[config.mk]
export PLATFORM = sky130hd
export DESIGN_NAME = bit_diff
export DESIGN_NICKNAME = d
export VERILOG_FILES = /design/src/rtl/bit_diff_pkg.sv /design/src/rtl/bit_diff_ctrl_pkg.sv /design/src/rtl/bit_diff_controller.sv /design/src/rtl/bit_diff_datapath.sv /design/src/rtl/bit_diff.sv
export VERILOG_INCLUDE_DIRS = /design/src /design/src/include
export SDC_FILE = /design/constraint.sdc
export NUM_CORES = 1
export LEC_CHECK = 0
export BUFFER_PORTS_ARGS = -buffer_cell sky130_fd_sc_hd__buf_2
export CAP_MARGIN = 20
export CORE_UTILIZATION = 50
export CTS_BUF_LIST = sky130_fd_sc_hd__clkbuf_4 sky130_fd_sc_hd__clkbuf_8
export CTS_CLUSTER_DIAMETER = 100
export DETAILED_ROUTE_END_ITERATION = 10
export MAX_ROUTING_LAYER = met4
export PLACE_DENSITY = 0.73
export SYNTH_ARGS = -nofsm -noshare
export SYNTH_HDL_FRONTEND = slang
export SYNTH_HIERARCHICAL = 1
export SYNTH_SLANG_ARGS = --single-unit
[constraint.sdc]
create_clock -name clk -period 4.4 [get_ports clk]
set_input_delay 0.88 -clock clk [delete_from_list [all_inputs] [get_ports clk]]
set_output_delay 0.88 -clock clk [all_outputs]
set_load 0.02 [all_outputs]
[src/include/bit_diff_params.svh]
`ifndef BIT_DIFF_PARAMS_SVH
`define BIT_DIFF_PARAMS_SVH

////////////////////////////////////////////////////////////
// Bit-difference calculator sizing
////////////////////////////////////////////////////////////

// Number of bits in the input word
// Any value of 2 or more is supported by the controller and datapath
`define BIT_DIFF_WIDTH 16

// The difference spans minus width up to plus width
// That is 2*width + 1 distinct values including zero
// Width 16 needs 6 bits, which covers -32 to +31
`define BIT_DIFF_RESULT_WIDTH $clog2(2 * `BIT_DIFF_WIDTH + 1)

// Both macros are consumed by bit_diff_pkg to form the data,
// result and counter types

`endif

[src/rtl/bit_diff_pkg.sv]
`include "bit_diff_params.svh"

////////////////////////////////////////////////////////////
// Data and operation types for the bit-difference datapath
////////////////////////////////////////////////////////////

package bit_diff_pkg;

   // Input word as presented on the data port
   typedef logic [`BIT_DIFF_WIDTH-1:0] data_t;

   // Signed running difference and final result
   // Both share one type so the capture path has no width change
   typedef logic signed [`BIT_DIFF_RESULT_WIDTH-1:0] result_t;

   // Counter over the bit positions, 0 up to width minus one
   // No extra bit is needed since completion is detected at width minus one
   typedef logic [$clog2(`BIT_DIFF_WIDTH)-1:0] count_t;

   // Operations the controller issues to the datapath
   // DP_LOAD clears the difference and counter and takes a new word
   // DP_STEP consumes one bit from the bottom of the data register
   typedef enum logic {
      DP_LOAD = 1'b0,
      DP_STEP = 1'b1
   } dp_op_t;

endpackage

[src/rtl/bit_diff_ctrl_pkg.sv]
`include "bit_diff_params.svh"

////////////////////////////////////////////////////////////
// Controller state encoding
////////////////////////////////////////////////////////////

package bit_diff_ctrl_pkg;

   // START is the idle state left by reset, with done low
   // COMPUTE walks through the data bits, one per clock
   // RESTART holds the finished result with done high
   // START and RESTART behave alike apart from done, so a new go
   // is taken from either one
   // The fourth code of the two-bit encoding is never entered
   typedef enum logic [1:0] {
      START   = 2'd0,
      COMPUTE = 2'd1,
      RESTART = 2'd2
   } ctrl_state_t;

endpackage

[src/rtl/bit_diff_controller.sv]
`timescale 1ns/1ps

`include "bit_diff_params.svh"

// Three-state controller for the bit-difference calculator
// It owns no data, it only decides which operation the datapath
// performs on each clock and when the result register loads
module bit_diff_controller (
   input  logic                clk,
   input  logic                rst,
   input  logic                go,
   input  logic                count_done,
   output bit_diff_pkg::dp_op_t op,
   output logic                capture,
   output logic                done
);

   import bit_diff_pkg::*;
   import bit_diff_ctrl_pkg::*;

   ////////////////////////////////////////////////////////////
   // State register
   ////////////////////////////////////////////////////////////

   ctrl_state_t state_r;
   ctrl_state_t next_state;

   // Reset drops the machine into START with done low
   always_ff @(posedge clk or posedge rst) begin
      if (rst) begin
         state_r <= START;
      end
      else begin
         state_r <= next_state;
      end
   end

   ////////////////////////////////////////////////////////////
   // Next state and datapath control
   ////////////////////////////////////////////////////////////

   // Every output here depends only on the state and count_done,
   // so nothing is delayed by an extra cycle and go never reaches
   // done through logic
   always_comb begin
      // Defaults keep the datapath loading and the result held
      next_state = state_r;
      op         = DP_LOAD;
      capture    = 1'b0;
      done       = 1'b0;

      case (state_r)
         START : begin
            // Idle after reset
            // The datapath keeps loading the data port on every edge,
            // so the word present at the accepting edge is the one used
            op = DP_LOAD;
            if (go) begin
               next_state = COMPUTE;
            end
         end

         COMPUTE : begin
            // One bit per clock is consumed by the datapath
            // go is ignored here since only one item is in flight
            op = DP_STEP;

            // On the last bit the updated difference goes straight into
            // the result register, at the same edge that enters RESTART
            if (count_done) begin
               capture    = 1'b1;
               next_state = RESTART;
            end
         end

         RESTART : begin
            // Result is valid and stays so until the next go
            done = 1'b1;

            // Same loading behaviour as START so a held go runs
            // computations back to back
            op = DP_LOAD;
            if (go) begin
               next_state = COMPUTE;
            end
         end

         default : begin
            // Unused encoding, recover to idle
            next_state = START;
         end
      endcase
   end

   // Timing seen from outside
   // The edge that accepts go moves the state to COMPUTE
   // The machine then spends width edges in COMPUTE
   // The last of them captures the result and enters RESTART
   // So done rises width plus one edges after the accepting edge
   // and drops right after the edge that accepts the next go

endmodule

[src/rtl/bit_diff_datapath.sv]
`timescale 1ns/1ps

`include "bit_diff_params.svh"

// Behavioural datapath for the bit-difference calculator
// Holds the shifting copy of the data word, the signed running
// difference, the bit counter and the result register
module bit_diff_datapath (
   input  logic                   clk,
   input  logic                   rst,
   input  bit_diff_pkg::data_t    data,
   input  bit_diff_pkg::dp_op_t   op,
   input  logic                   capture,
   output logic                   count_done,
   output bit_diff_pkg::result_t  result
);

   import bit_diff_pkg::*;

   ////////////////////////////////////////////////////////////
   // Registers
   ////////////////////////////////////////////////////////////

   data_t   data_r;
   result_t diff_r;
   count_t  count_r;
   result_t result_r;

   ////////////////////////////////////////////////////////////
   // Arithmetic and select logic
   ////////////////////////////////////////////////////////////

   // Updated difference for the bit currently at the bottom
   result_t diff_update;

   // Values each register takes at the next edge
   data_t   data_mux;
   result_t diff_mux;
   count_t  count_mux;

   // A one adds to the difference and a zero takes one away
   assign diff_update = data_r[0] ? diff_r + result_t'(1)
                                  : diff_r - result_t'(1);

   // Load takes the word on the data port and clears the difference
   // and the counter, step consumes one bit per clock
   always_comb begin
      if (op == DP_LOAD) begin
         data_mux  = data;
         diff_mux  = '0;
         count_mux = '0;
      end
      else begin
         // Shift the consumed bit out of the bottom
         data_mux  = data_r >> 1;
         diff_mux  = diff_update;
         count_mux = count_r + count_t'(1);
      end
   end

   // Counter sits at width minus one during the last bit
   // The comparison constant folds, so this is a plain equality
   assign count_done = (count_r == count_t'(`BIT_DIFF_WIDTH - 1));

   always_ff @(posedge clk or posedge rst) begin
      if (rst) begin
         data_r   <= '0;
         diff_r   <= '0;
         count_r  <= '0;
         result_r <= '0;
      end
      else begin
         data_r  <= data_mux;
         diff_r  <= diff_mux;
         count_r <= count_mux;

         // Capture comes on the last compute cycle, and the result
         // takes the already updated difference, so the final bit is
         // included without a correction step afterwards
         if (capture) begin
            result_r <= diff_update;
         end
      end
   end

   // Result holds between captures, including while a new word
   // is being processed
   assign result = result_r;

endmodule

[src/rtl/bit_diff.sv]
`timescale 1ns/1ps

`include "bit_diff_params.svh"

// Top level of the bit-difference calculator
// Result equals twice the number of one bits minus the width,
// valid while done is high
module bit_diff (
   input  logic                  clk,
   input  logic                  rst,
   input  logic                  go,
   input  bit_diff_pkg::data_t   data,
   output bit_diff_pkg::result_t result,
   output logic                  done
);

   import bit_diff_pkg::*;

   ////////////////////////////////////////////////////////////
   // Controller to datapath wiring
   ////////////////////////////////////////////////////////////

   // Operation chosen by the controller for each clock
   dp_op_t op;

   // Loads the result register on the last compute cycle
   logic   capture;

   // Raised by the datapath while the last bit is being consumed
   logic   count_done;

   // FSM that sequences the computation and produces done
   bit_diff_controller u_controller (
      .clk        (clk),
      .rst        (rst),
      .go         (go),
      .count_done (count_done),
      .op         (op),
      .capture    (capture),
      .done       (done)
   );

   // Datapath doing the shifting, counting and accumulation
   bit_diff_datapath u_datapath (
      .clk        (clk),
      .rst        (rst),
      .data       (data),
      .op         (op),
      .capture    (capture),
      .count_done (count_done),
      .result     (result)
   );

endmodule

=== Yosys cells after proc, flatten, opt, wreduce, memory -nomap -nowiden ===
Index checks and enable logic that the tools add are counted.

* Flip-flop bits (word level): 34
* Output and inout port bits: 7
* Word-level logic and storage cells: 27

* Eq/ne operators: 5
* Reduce and logical (&&, ||, !) cells: 3
* $add $sub $neg: 3
* Muxes and demuxes: 11

{| class="wikitable"
|+ Operator list
! operator !! count
|-
| 16-bit 2-to-1 mux || 1
|-
| 6-bit 2-to-1 mux || 2
|-
| 6-bit by 2-bit adder with 6-bit output (second input constant) || 1
|-
| 6-bit by 2-bit subtractor with 6-bit output (second input constant) || 1
|-
| 4-bit by 1-bit adder with 4-bit output (second input constant) || 1
|-
| 4-bit equality test (second input constant) || 1
|-
| 1-bit 2-to-1 mux || 4
|-
| 2-bit 2-to-1 mux || 2
|-
| 4-bit 2-to-1 mux || 1
|-
| 2-bit one-hot mux with 2 select lines || 1
|-
| 2-bit by 1-bit equality test with 1-bit output (second input constant) || 1
|-
| 2-bit equality test (second input constant) || 1
|-
| 2-bit logical NOT || 1
|-
| 2-bit by 1-bit != test with 1-bit output (second input constant) || 1
|-
| 2-bit != test (second input constant) || 1
|-
| 2-bit AND reduction || 1
|-
| 2-bit OR reduction || 1
|}

=== Logic depth before layout (Yosys ltp) ===
Gate-level depths: netlist of run 1.

* Word-level depth: 4
* Mapped depth: 6

=== Cells and area by module ===
Netlist of run 1, hierarchy kept.

{| class="wikitable"
|+ Modules (own cells, without submodules)
! module !! instances !! area each (µm²) !! cells each !! sequential area each (µm²)
|-
| bit_diff_datapath || 1 || 1378.8 || 102 || 800.8
|-
| bit_diff_controller || 1 || 100.1 || 10 || 50.0
|}

=== Worst setup path before layout of run 1 ===
Ideal clock, no wire load.

* Path type: register to output
* From: reg u_controller.state_r[0]
* To: out done
* Cell stages (with the launch flop): 2
* Arrival: 0.724 ns
* Slack: 2.796 ns
* Path buffers: 0
* Required time: 3.520 ns
* Cells stage by stage: dfrtp_1 > nor2b_1

* Word-level cells in the longest chain between the ends: 2

{| class="wikitable"
|+ RTL lines
! what !! line !! text
|-
| start: declaration || bit_diff_controller.sv:25 || <nowiki>ctrl_state_t state_r;</nowiki>
|-
| start signal: assignment || bit_diff_controller.sv:34 || <nowiki>state_r <= next_state;</nowiki>
|-
| 2-bit equality test || bit_diff_controller.sv:52 || <nowiki>case (state_r)</nowiki>
|-
| 1-bit 2-to-1 mux || bit_diff_controller.sv:52 ||
|-
| end: declaration || bit_diff.sv:14 || <nowiki>output logic done</nowiki>
|}

Every way passes these cells.

=== Final worst setup path of run 1 ===
Same ends and word-level chain as after synthesis.

==> key figures, run 1 <==
Global route
  • GR Overflow Total: 0
  • Pin count of the biggest net entering global routing: 33
  • Initial antenna violation count: 0
  • Vias in the first global route: 945
  • GRT Overall Usage: 0.173
  • First-pass GRT wire length: 3940 um

Power
  • P_leak: between 0.8 and 0.9 nW
  • Clock Power Share: 0.122
  • Net Sw Frac: 0.357
  • VDD IR-drop max: 0.489 mV
  • Int Power: 0.826 mW
  • PwrDens: 762 nW/um^2
  • Total power: 1.28 mW
  • Gate power share: 0.474
  • Seq pwr share: 0.404
  • Sw power: roughly 0.46 mW

Drt
  • Routed len/inst: ~12 um
  • Via count: 883
  • Vias per inst: 5.10
  • First drt pass iteration count: 4
  • Antenna viol nets, final: 0
  • Routed Wire Length: 2160 um
  • Residual DRC: 0
  • DR iter-0 viols: 10

Setup path
  • RR Startpoint: u_datapath/data_r[0]
  • Slowest stage delay, CP: 0.41 ns
  • Crit-path slowest cell: dfrtp_1
  • Setup crit end kind: output pin
  • Reg2reg setup slack: 2.71 ns
  • Critical path launch point type: flop
  • Worst EP arrival: 1.09 ns
  • Worst reg2reg endpoint: u_datapath/diff_r[4]
  • Crit Path Category: reg2out
  • Crit path required time: 3.52 ns
  • R2R cell count: 5
  • Crit path max fanout: 4
  • Crit-path cells: nor2b_1, buf_2

CTS
  • Post-CTS Setup Repair Bufs: 0
  • Root buf cell: clkbuf_4
  • TritonCTS buffer count: 5
  • Clock tree sinks: 34
  • # hold bufs at CTS: 0
  • Post_cts resized: 0
  • CTS tree: done
  • CTS H-tree lvls: 2
  • Worst-Skew Late Latency: 0.33 ns
  • CTS max path bufs: 2
  • Clk slew on worst S/H paths: 0.09 ns

Flow run
  • Maxcap violations: 0

Timing
  • Max frequency: 509 MHz
  • Fraction of the cycle the final worst path needs: 0.447
  • # setup viols final: 0
  • Final Max Slew Viols: 0
  • Slew @ Worst Pin: between 0.8 and 0.9 ns
  • Min Tclk post-route: a little under 2 ns
  • RSZ-0062 raised after global routing: false
  • Setup TNS: 0 ns
  • Slew HR: 0.417
  • Layout Skew: 0.00259 ns
  • Hold Violations, Final: 0

Die
  • Rows: 19
  • Die ar.: 3180 um^2
  • Core area: 2780 um^2
  • Ports: 26
  • DIE WIDTH: around 56 um
  • Starting Density: 0.532
  • Die height: 56.4 um

Synthesis
  • Mapped Cells: 112
  • Warning count from the yosys run: 6
  • Avg Inst Size Synth: 13.2 um^2
  • Number of distinct library cells after synthesis: 30
  • Synth area leader: dfrtp_1
  • #FFs+latches synth: 34
  • Ranking of synthesized cells by area: dfrtp_1 (58%), mux2_1 (6.9%), mux2_2 (6.1%), ha_1 (4.2%), xnor2_1 (3.0%)
  • Area share of the largest cell type after synthesis: 0.575
  • Sequential-to-total area share from yosys stat: 0.575
  • Mapped cell area: 1480 um^2
  • Synthesized Nets: between 100 and 150

Cells and area
  • Diodes inserted: 0
  • Area growth from synthesis to layout: 13.9%
  • Nets: 167
  • Fillers: 224
  • Layout cells sized above 1: 0.338

Place
  • Routability cong.: 0.728
  • DP HPWL: 1560 um
  • PortBufs: 25

Status
  • Outcome: finished clean

Min path
  • Worst min-delay path category: in2async
## cells in the final DEF, fill, tap and decap left out, drive strengths merged
master    n
a21o      2
xnor2     5
xor2      1
buf      26
clkinv    2
and3b     2
fa        1
o211ai    1
and3      2
o21ai     4
mux2     18
o2bb2ai   1
inv      10
o31ai     1
a211oi    1
and2      5
a21oi     3
nand3     2
nor2b     5
nand2     3
ha        5
dfrtp    34
and2b     3
clkbuf    5
## critical path, delay by kind of cell (launching register included)
kind,cells,cell delay [ns]
buffers and inverters,1,0.19
flip-flops,1,0.41
AND/OR/NAND/NOR,1,0.16
## flip-flops by register name, indices dropped and copies added, names as in the netlist
register and cells:
u_datapath/data_r 16, u_datapath/diff_r 6, u_datapath/result 6, u_datapath/count_r 4
u_controller/state_r 2
## logic make-up after synthesis
family / after synthesis / synth area share
compound gates: 13 / 0.0660
mux: 18 / 0.140
simple gates: 22 / 0.0931
xor+xnor: 6 / 0.0355
fa+ha+maj: 6 / 0.0558
flops: 34 / 0.575
buf+inv: 13 / 0.0347
## worst max-delay path by stage
stage,startpoint,to,slack [ns],cells past startpoint
floorplan,u_controller/state_r[0],done,2.80,1
detailed placement,u_controller/state_r[1],u_datapath/data_r[1],2.70,2
finish,u_controller/state_r[0],done,2.43,2
CTS,u_controller/state_r[0],done,2.42,2
global route,u_controller/state_r[0],done,2.39,2
global placement,u_controller/state_r[1],u_datapath/data_r[0],2.72,2
## cells in the mapped netlist, drive strengths merged
cell type  count
buf            2
a211oi         1
and2           5
fa             1
o211ai         1
o21ai          4
o2bb2ai        1
and3b          2
and3           2
mux2          18
nand3          2
a21oi          3
xnor2          5
a21o           2
clkbuf         1
inv           10
and2b          3
o31ai          1
nand2          3
ha             5
dfrtp         34
xor2           1
nor2b          5
## layout make-up
type	instances	area (um^2)	share of cell area
Multi-Input combinational cell	65	577	0.342
Clock buffer	5	37.5	0.0223
Tap cell	31	38.8	0.0230
Inverter	10	37.5	0.0223
Sequential cell	34	851	0.505
Clock inverter	2	10.0	0.00594
Timing Repair Buffer	26	133	0.0788
## power by group through the flow
stage,Clock [mW],Sequential [mW],Combinational (mW)
after floorplan,0,0.536,0.488
after global placement,0,0.520,0.593
after detailed placement,0,0.527,0.614
after CTS,0.164,0.522,0.619
final,0.156,0.519,0.609
after global routing,0.178,0.536,0.687
## layer usage
layer / up-vias / share of wire / track usage
li1: 437 / - / -
met1: 422 / 0.43 / 0.196
met2: 17 / 0.51 / 0.272
met3: 7 / 0.033 / 0.0484
met4: 0 / 0.029 / 0.108
met5: - / 0 / -
## stage by stage
stage                     hold slack (ns)  setup WS, ns  cell area (um^2)  cells  utilization
after CTS                           0.374          2.42              1680    173        0.605
after global routing                0.384          2.39              1680    173        0.605
after detailed placement            0.454          2.70              1640    166        0.588
after floorplan                     0.432          2.80              1480    112            -
after global placement              0.442          2.72              1640    166        0.588
final                               0.389          2.43              1680    173        0.605
Note: power is estimated with default switching activity, not from simulation.
==> inputs of run 2 (changes only) <==
--- a/config.mk
+++ b/config.mk
@@ -13,7 +13,7 @@
 export CTS_CLUSTER_DIAMETER = 100
 export DETAILED_ROUTE_END_ITERATION = 10
 export MAX_ROUTING_LAYER = met4
-export PLACE_DENSITY = 0.73
+export PLACE_DENSITY = 0.75
 export SYNTH_ARGS = -nofsm -noshare
 export SYNTH_HDL_FRONTEND = slang
 export SYNTH_HIERARCHICAL = 1
==> constraint.sdc (replaced) <==
create_clock -name clk -period 1.7 [get_ports clk]
set_input_delay 0.34 -clock clk [delete_from_list [all_inputs] [get_ports clk]]
set_output_delay 0.34 -clock clk [all_outputs]
set_load 0.02 [all_outputs]
==> run 2 against run 1 <==
Sequential share of layout area shrank 2.7 points. Sequential power grew to 2.6 times the previous value. Setup slack lost 2.4 ns. Wire length grew 6.9%. Clock skew grew 0.0016 ns. Largest cell class unchanged. Highest routed layer unchanged.
==> key figures, run 2 (synthesis results as in run 1) <==
Status
  • Outcome: finished clean (unchanged)

Setup path
  • Crit path required time: 1.92 ns (was 3.52 ns)
  • Crit-path cells: inv_2, ha_1, a21o_1, a21oi_2, xnor2_1, mux2_4 (was nor2b_1, buf_2)
  • Critical path launch point type: flop (unchanged)
  • Crit Path Category: reg2reg (was reg2out)
  • RR Startpoint: u_datapath/data_r[0] (unchanged)
  • Crit path max fanout: 4 (unchanged)
  • Worst reg2reg endpoint: u_datapath/result[3] (was u_datapath/diff_r[4])
  • Buf/Inv on CP: 1 (unchanged)
  • Kind of cell adding the most delay to the critical path: flip-flops (unchanged)
  • Slowest stage delay, CP: 0.44 ns (was 0.41 ns)
  • Reg2reg setup slack: 0.06 ns (was 2.71 ns)
  • Crit-path slowest cell: dfrtp_1 (unchanged)
  • Worst EP arrival: 1.87 ns (was 1.09 ns)
  • R2R cell count: 6 (was 5)
  • Setup crit end kind: flop (was output pin)

Drt
  • Residual DRC: 0 (unchanged)
  • DR iter-0 viols: 14 (was 10)
  • Via count: 921 (was 883)
  • Routed Wire Length: 2300 um (was 2160 um)
  • Antenna viol nets, final: 0 (unchanged)
  • Routed len/inst: 12.9 um (was 12.5 um)
  • Vias per inst: 5.17 (was 5.10)
  • First drt pass iteration count: 4 (unchanged)

Min path
  • Hold Crit Endpoint: u_datapath/data_r[13]
  • Hold path startpoint: data[13]
  • Worst min-delay path category: in2reg (was in2async)
  • Worst hold stages: 2

CTS
  • TritonCTS buffer count: 5 (unchanged)
  • CTS tree: done (unchanged)
  • Clock tree sinks: 34 (unchanged)
  • CTS H-tree lvls: 2 (unchanged)
  • CTS max path bufs: 2 (unchanged)
  • Root buf cell: clkbuf_4 (unchanged)
  • Worst-Skew Late Latency: 0.33 ns (about the same)
  • Clk slew on worst S/H paths: 0.10 ns (was 0.09 ns)

Flow run
  • Maxcap violations: 0 (unchanged)

Die
  • Die ar.: 3180 um^2 (unchanged)
  • Die height: 56.4 um (unchanged)
  • Core area: 2780 um^2 (unchanged)
  • Starting Density: 0.532 (unchanged)
  • Ports: 26 (unchanged)
  • Rows: 19 (unchanged)
  • DIE WIDTH: 56.4 um (unchanged)

Timing
  • Slew HR: 0.740 (was 0.417)
  • # setup viols final: 0 (unchanged)
  • Max frequency: 608 MHz
  • Slew @ Worst Pin: 0.390 ns (was 0.875 ns)
  • Final Max Slew Viols: 0 (unchanged)
  • PnR worst setup slack: 0.0553 ns (was 2.43 ns)
  • Min Tclk post-route: about 1.6 ns
  • Layout Skew: 0.00418 ns (was 0.00259 ns)
  • Min Hold Slack: 0.212 ns (was 0.389 ns)
  • Fraction of the cycle the final worst path needs: 0.967
  • Hold Violations, Final: 0 (unchanged)
  • Setup TNS: 0 ns (unchanged)

Place
  • PortBufs: 25 (unchanged)
  • Placed Cells: 169 (was 166)
  • Area after DPL: 1660 um^2 (was 1640 um^2)
  • Routability cong.: 0.782 (was 0.728)
  • DP Worst Slack: 0.0662 ns (was 2.70 ns)
  • DP HPWL: 1670 um (was 1560 um)

Cells and area
  • Footprint of the multi-input gates: 597 um^2 (was 577 um^2)
  • Final Non-Filler Cells: 178 (was 173)
  • Max reg flops: 16 (unchanged)
  • Commonest non-fill, non-tap cells in the layout: dfrtp_1 (34), buf_2 (25), mux2_1 (9) (was dfrtp_1 (34), buf_2 (25), inv_1 (9), mux2_1 (9), mux2_2 (8))
  • Seq. cell area: 851 um^2 (unchanged)
  • Finished Cell Area: 1780 um^2 (was 1680 um^2)
  • Diodes inserted: 0 (unchanged)
  • Fillers: 214 (was 224)
  • Most common cell after layout, fill and taps aside: dfrtp_1 (unchanged)
  • Core Util, Final: 0.639 (was 0.605)
  • Area growth from synthesis to layout: 20.2% (was 13.9%)
  • Nets: 172 (was 167)
  • Biggest register: u_datapath/data_r (unchanged)
  • Layout cells sized above 1: 0.381 (was 0.338)

Global route
  • GR Overflow Total: 0 (unchanged)
  • Vias in the first global route: 954 (was 945)
  • Pin count of the biggest net entering global routing: 33 (unchanged)
  • GRT Overall Usage: 0.179 (was 0.173)
  • Initial antenna violation count: 0 (unchanged)
  • First-pass GRT wire length: 4060 um (was 3940 um)

Power
  • Total power: 3.70 mW (was 1.28 mW)
  • VDD IR-drop max: 1.27 mV (was 0.489 mV)
  • P_leak: 0.895 nW (was 0.860 nW)
  • PwrDens: 2080 nW/um^2 (was 762 nW/um^2)
-- run 2: worst max-delay path by stage --
stage                         startpoint  cells after the start  slack, ns                   end
global placement    u_datapath/data_r[0]                      5       0.10  u_datapath/diff_r[4]
finish              u_datapath/data_r[0]                      6       0.06  u_datapath/result[3]
CTS                 u_datapath/diff_r[0]                      6       0.04  u_datapath/diff_r[4]
detailed placement  u_datapath/data_r[0]                      6       0.07  u_datapath/result[3]
global route        u_datapath/data_r[0]                      6    -0.0004  u_datapath/result[3]
floorplan           u_datapath/data_r[0]                      5       0.13  u_datapath/diff_r[4]
-- run 2: layout make-up --
cell class                      count  share of cell area
Sequential cell                    34               0.479
Multi-Input combinational cell     65               0.336
Timing Repair Buffer               31              0.0971
Clock buffer                        6              0.0289
Tap cell                           31              0.0218
Inverter                           10              0.0211
Clock inverter                      1              0.0169
-- run 2: worst reg2reg max path, delay by kind of cell (launching register included) --
kind	cells	cell delay [ns]
flops	1	0.44
mux	1	0.25
xor+xnor	1	0.08
compound gates	2	0.34
buf+inv	1	0.10
fa+ha+maj	1	0.34
-- run 2: layer usage --
| layer | global-route usage | vias up | share of wire |
|---|---|---|---|
| li1 | - | 447 | - |
| met1 | 0.196 | 444 | 0.40 |
| met2 | 0.286 | 26 | 0.53 |
| met3 | 0.0806 | 4 | 0.057 |
| met4 | 0.0697 | 0 | 0.012 |
| met5 | - | - | 0 |
-- run 2: where the power goes --
part / switching [mW] / total (mW) / internal, mW
registers: 0.163 / 1.35 / 1.19
clock network: 0.258 / 0.600 / 0.342
logic: 0.837 / 1.75 / 0.912
total: 1.26 / 3.70 / 2.44
-- run 2: timing repair --
| item | 4_1_cts | 5_1_grt |
|---|---|---|
| hold buffers | 1 | 0 |
| buffers inserted | 0 | 1 |
| endpoints found under the setup margin | 0 | 5 |
| endpoints found under the hold margin | 2 | 0 |
| gates resized for setup | 0 | 4 |
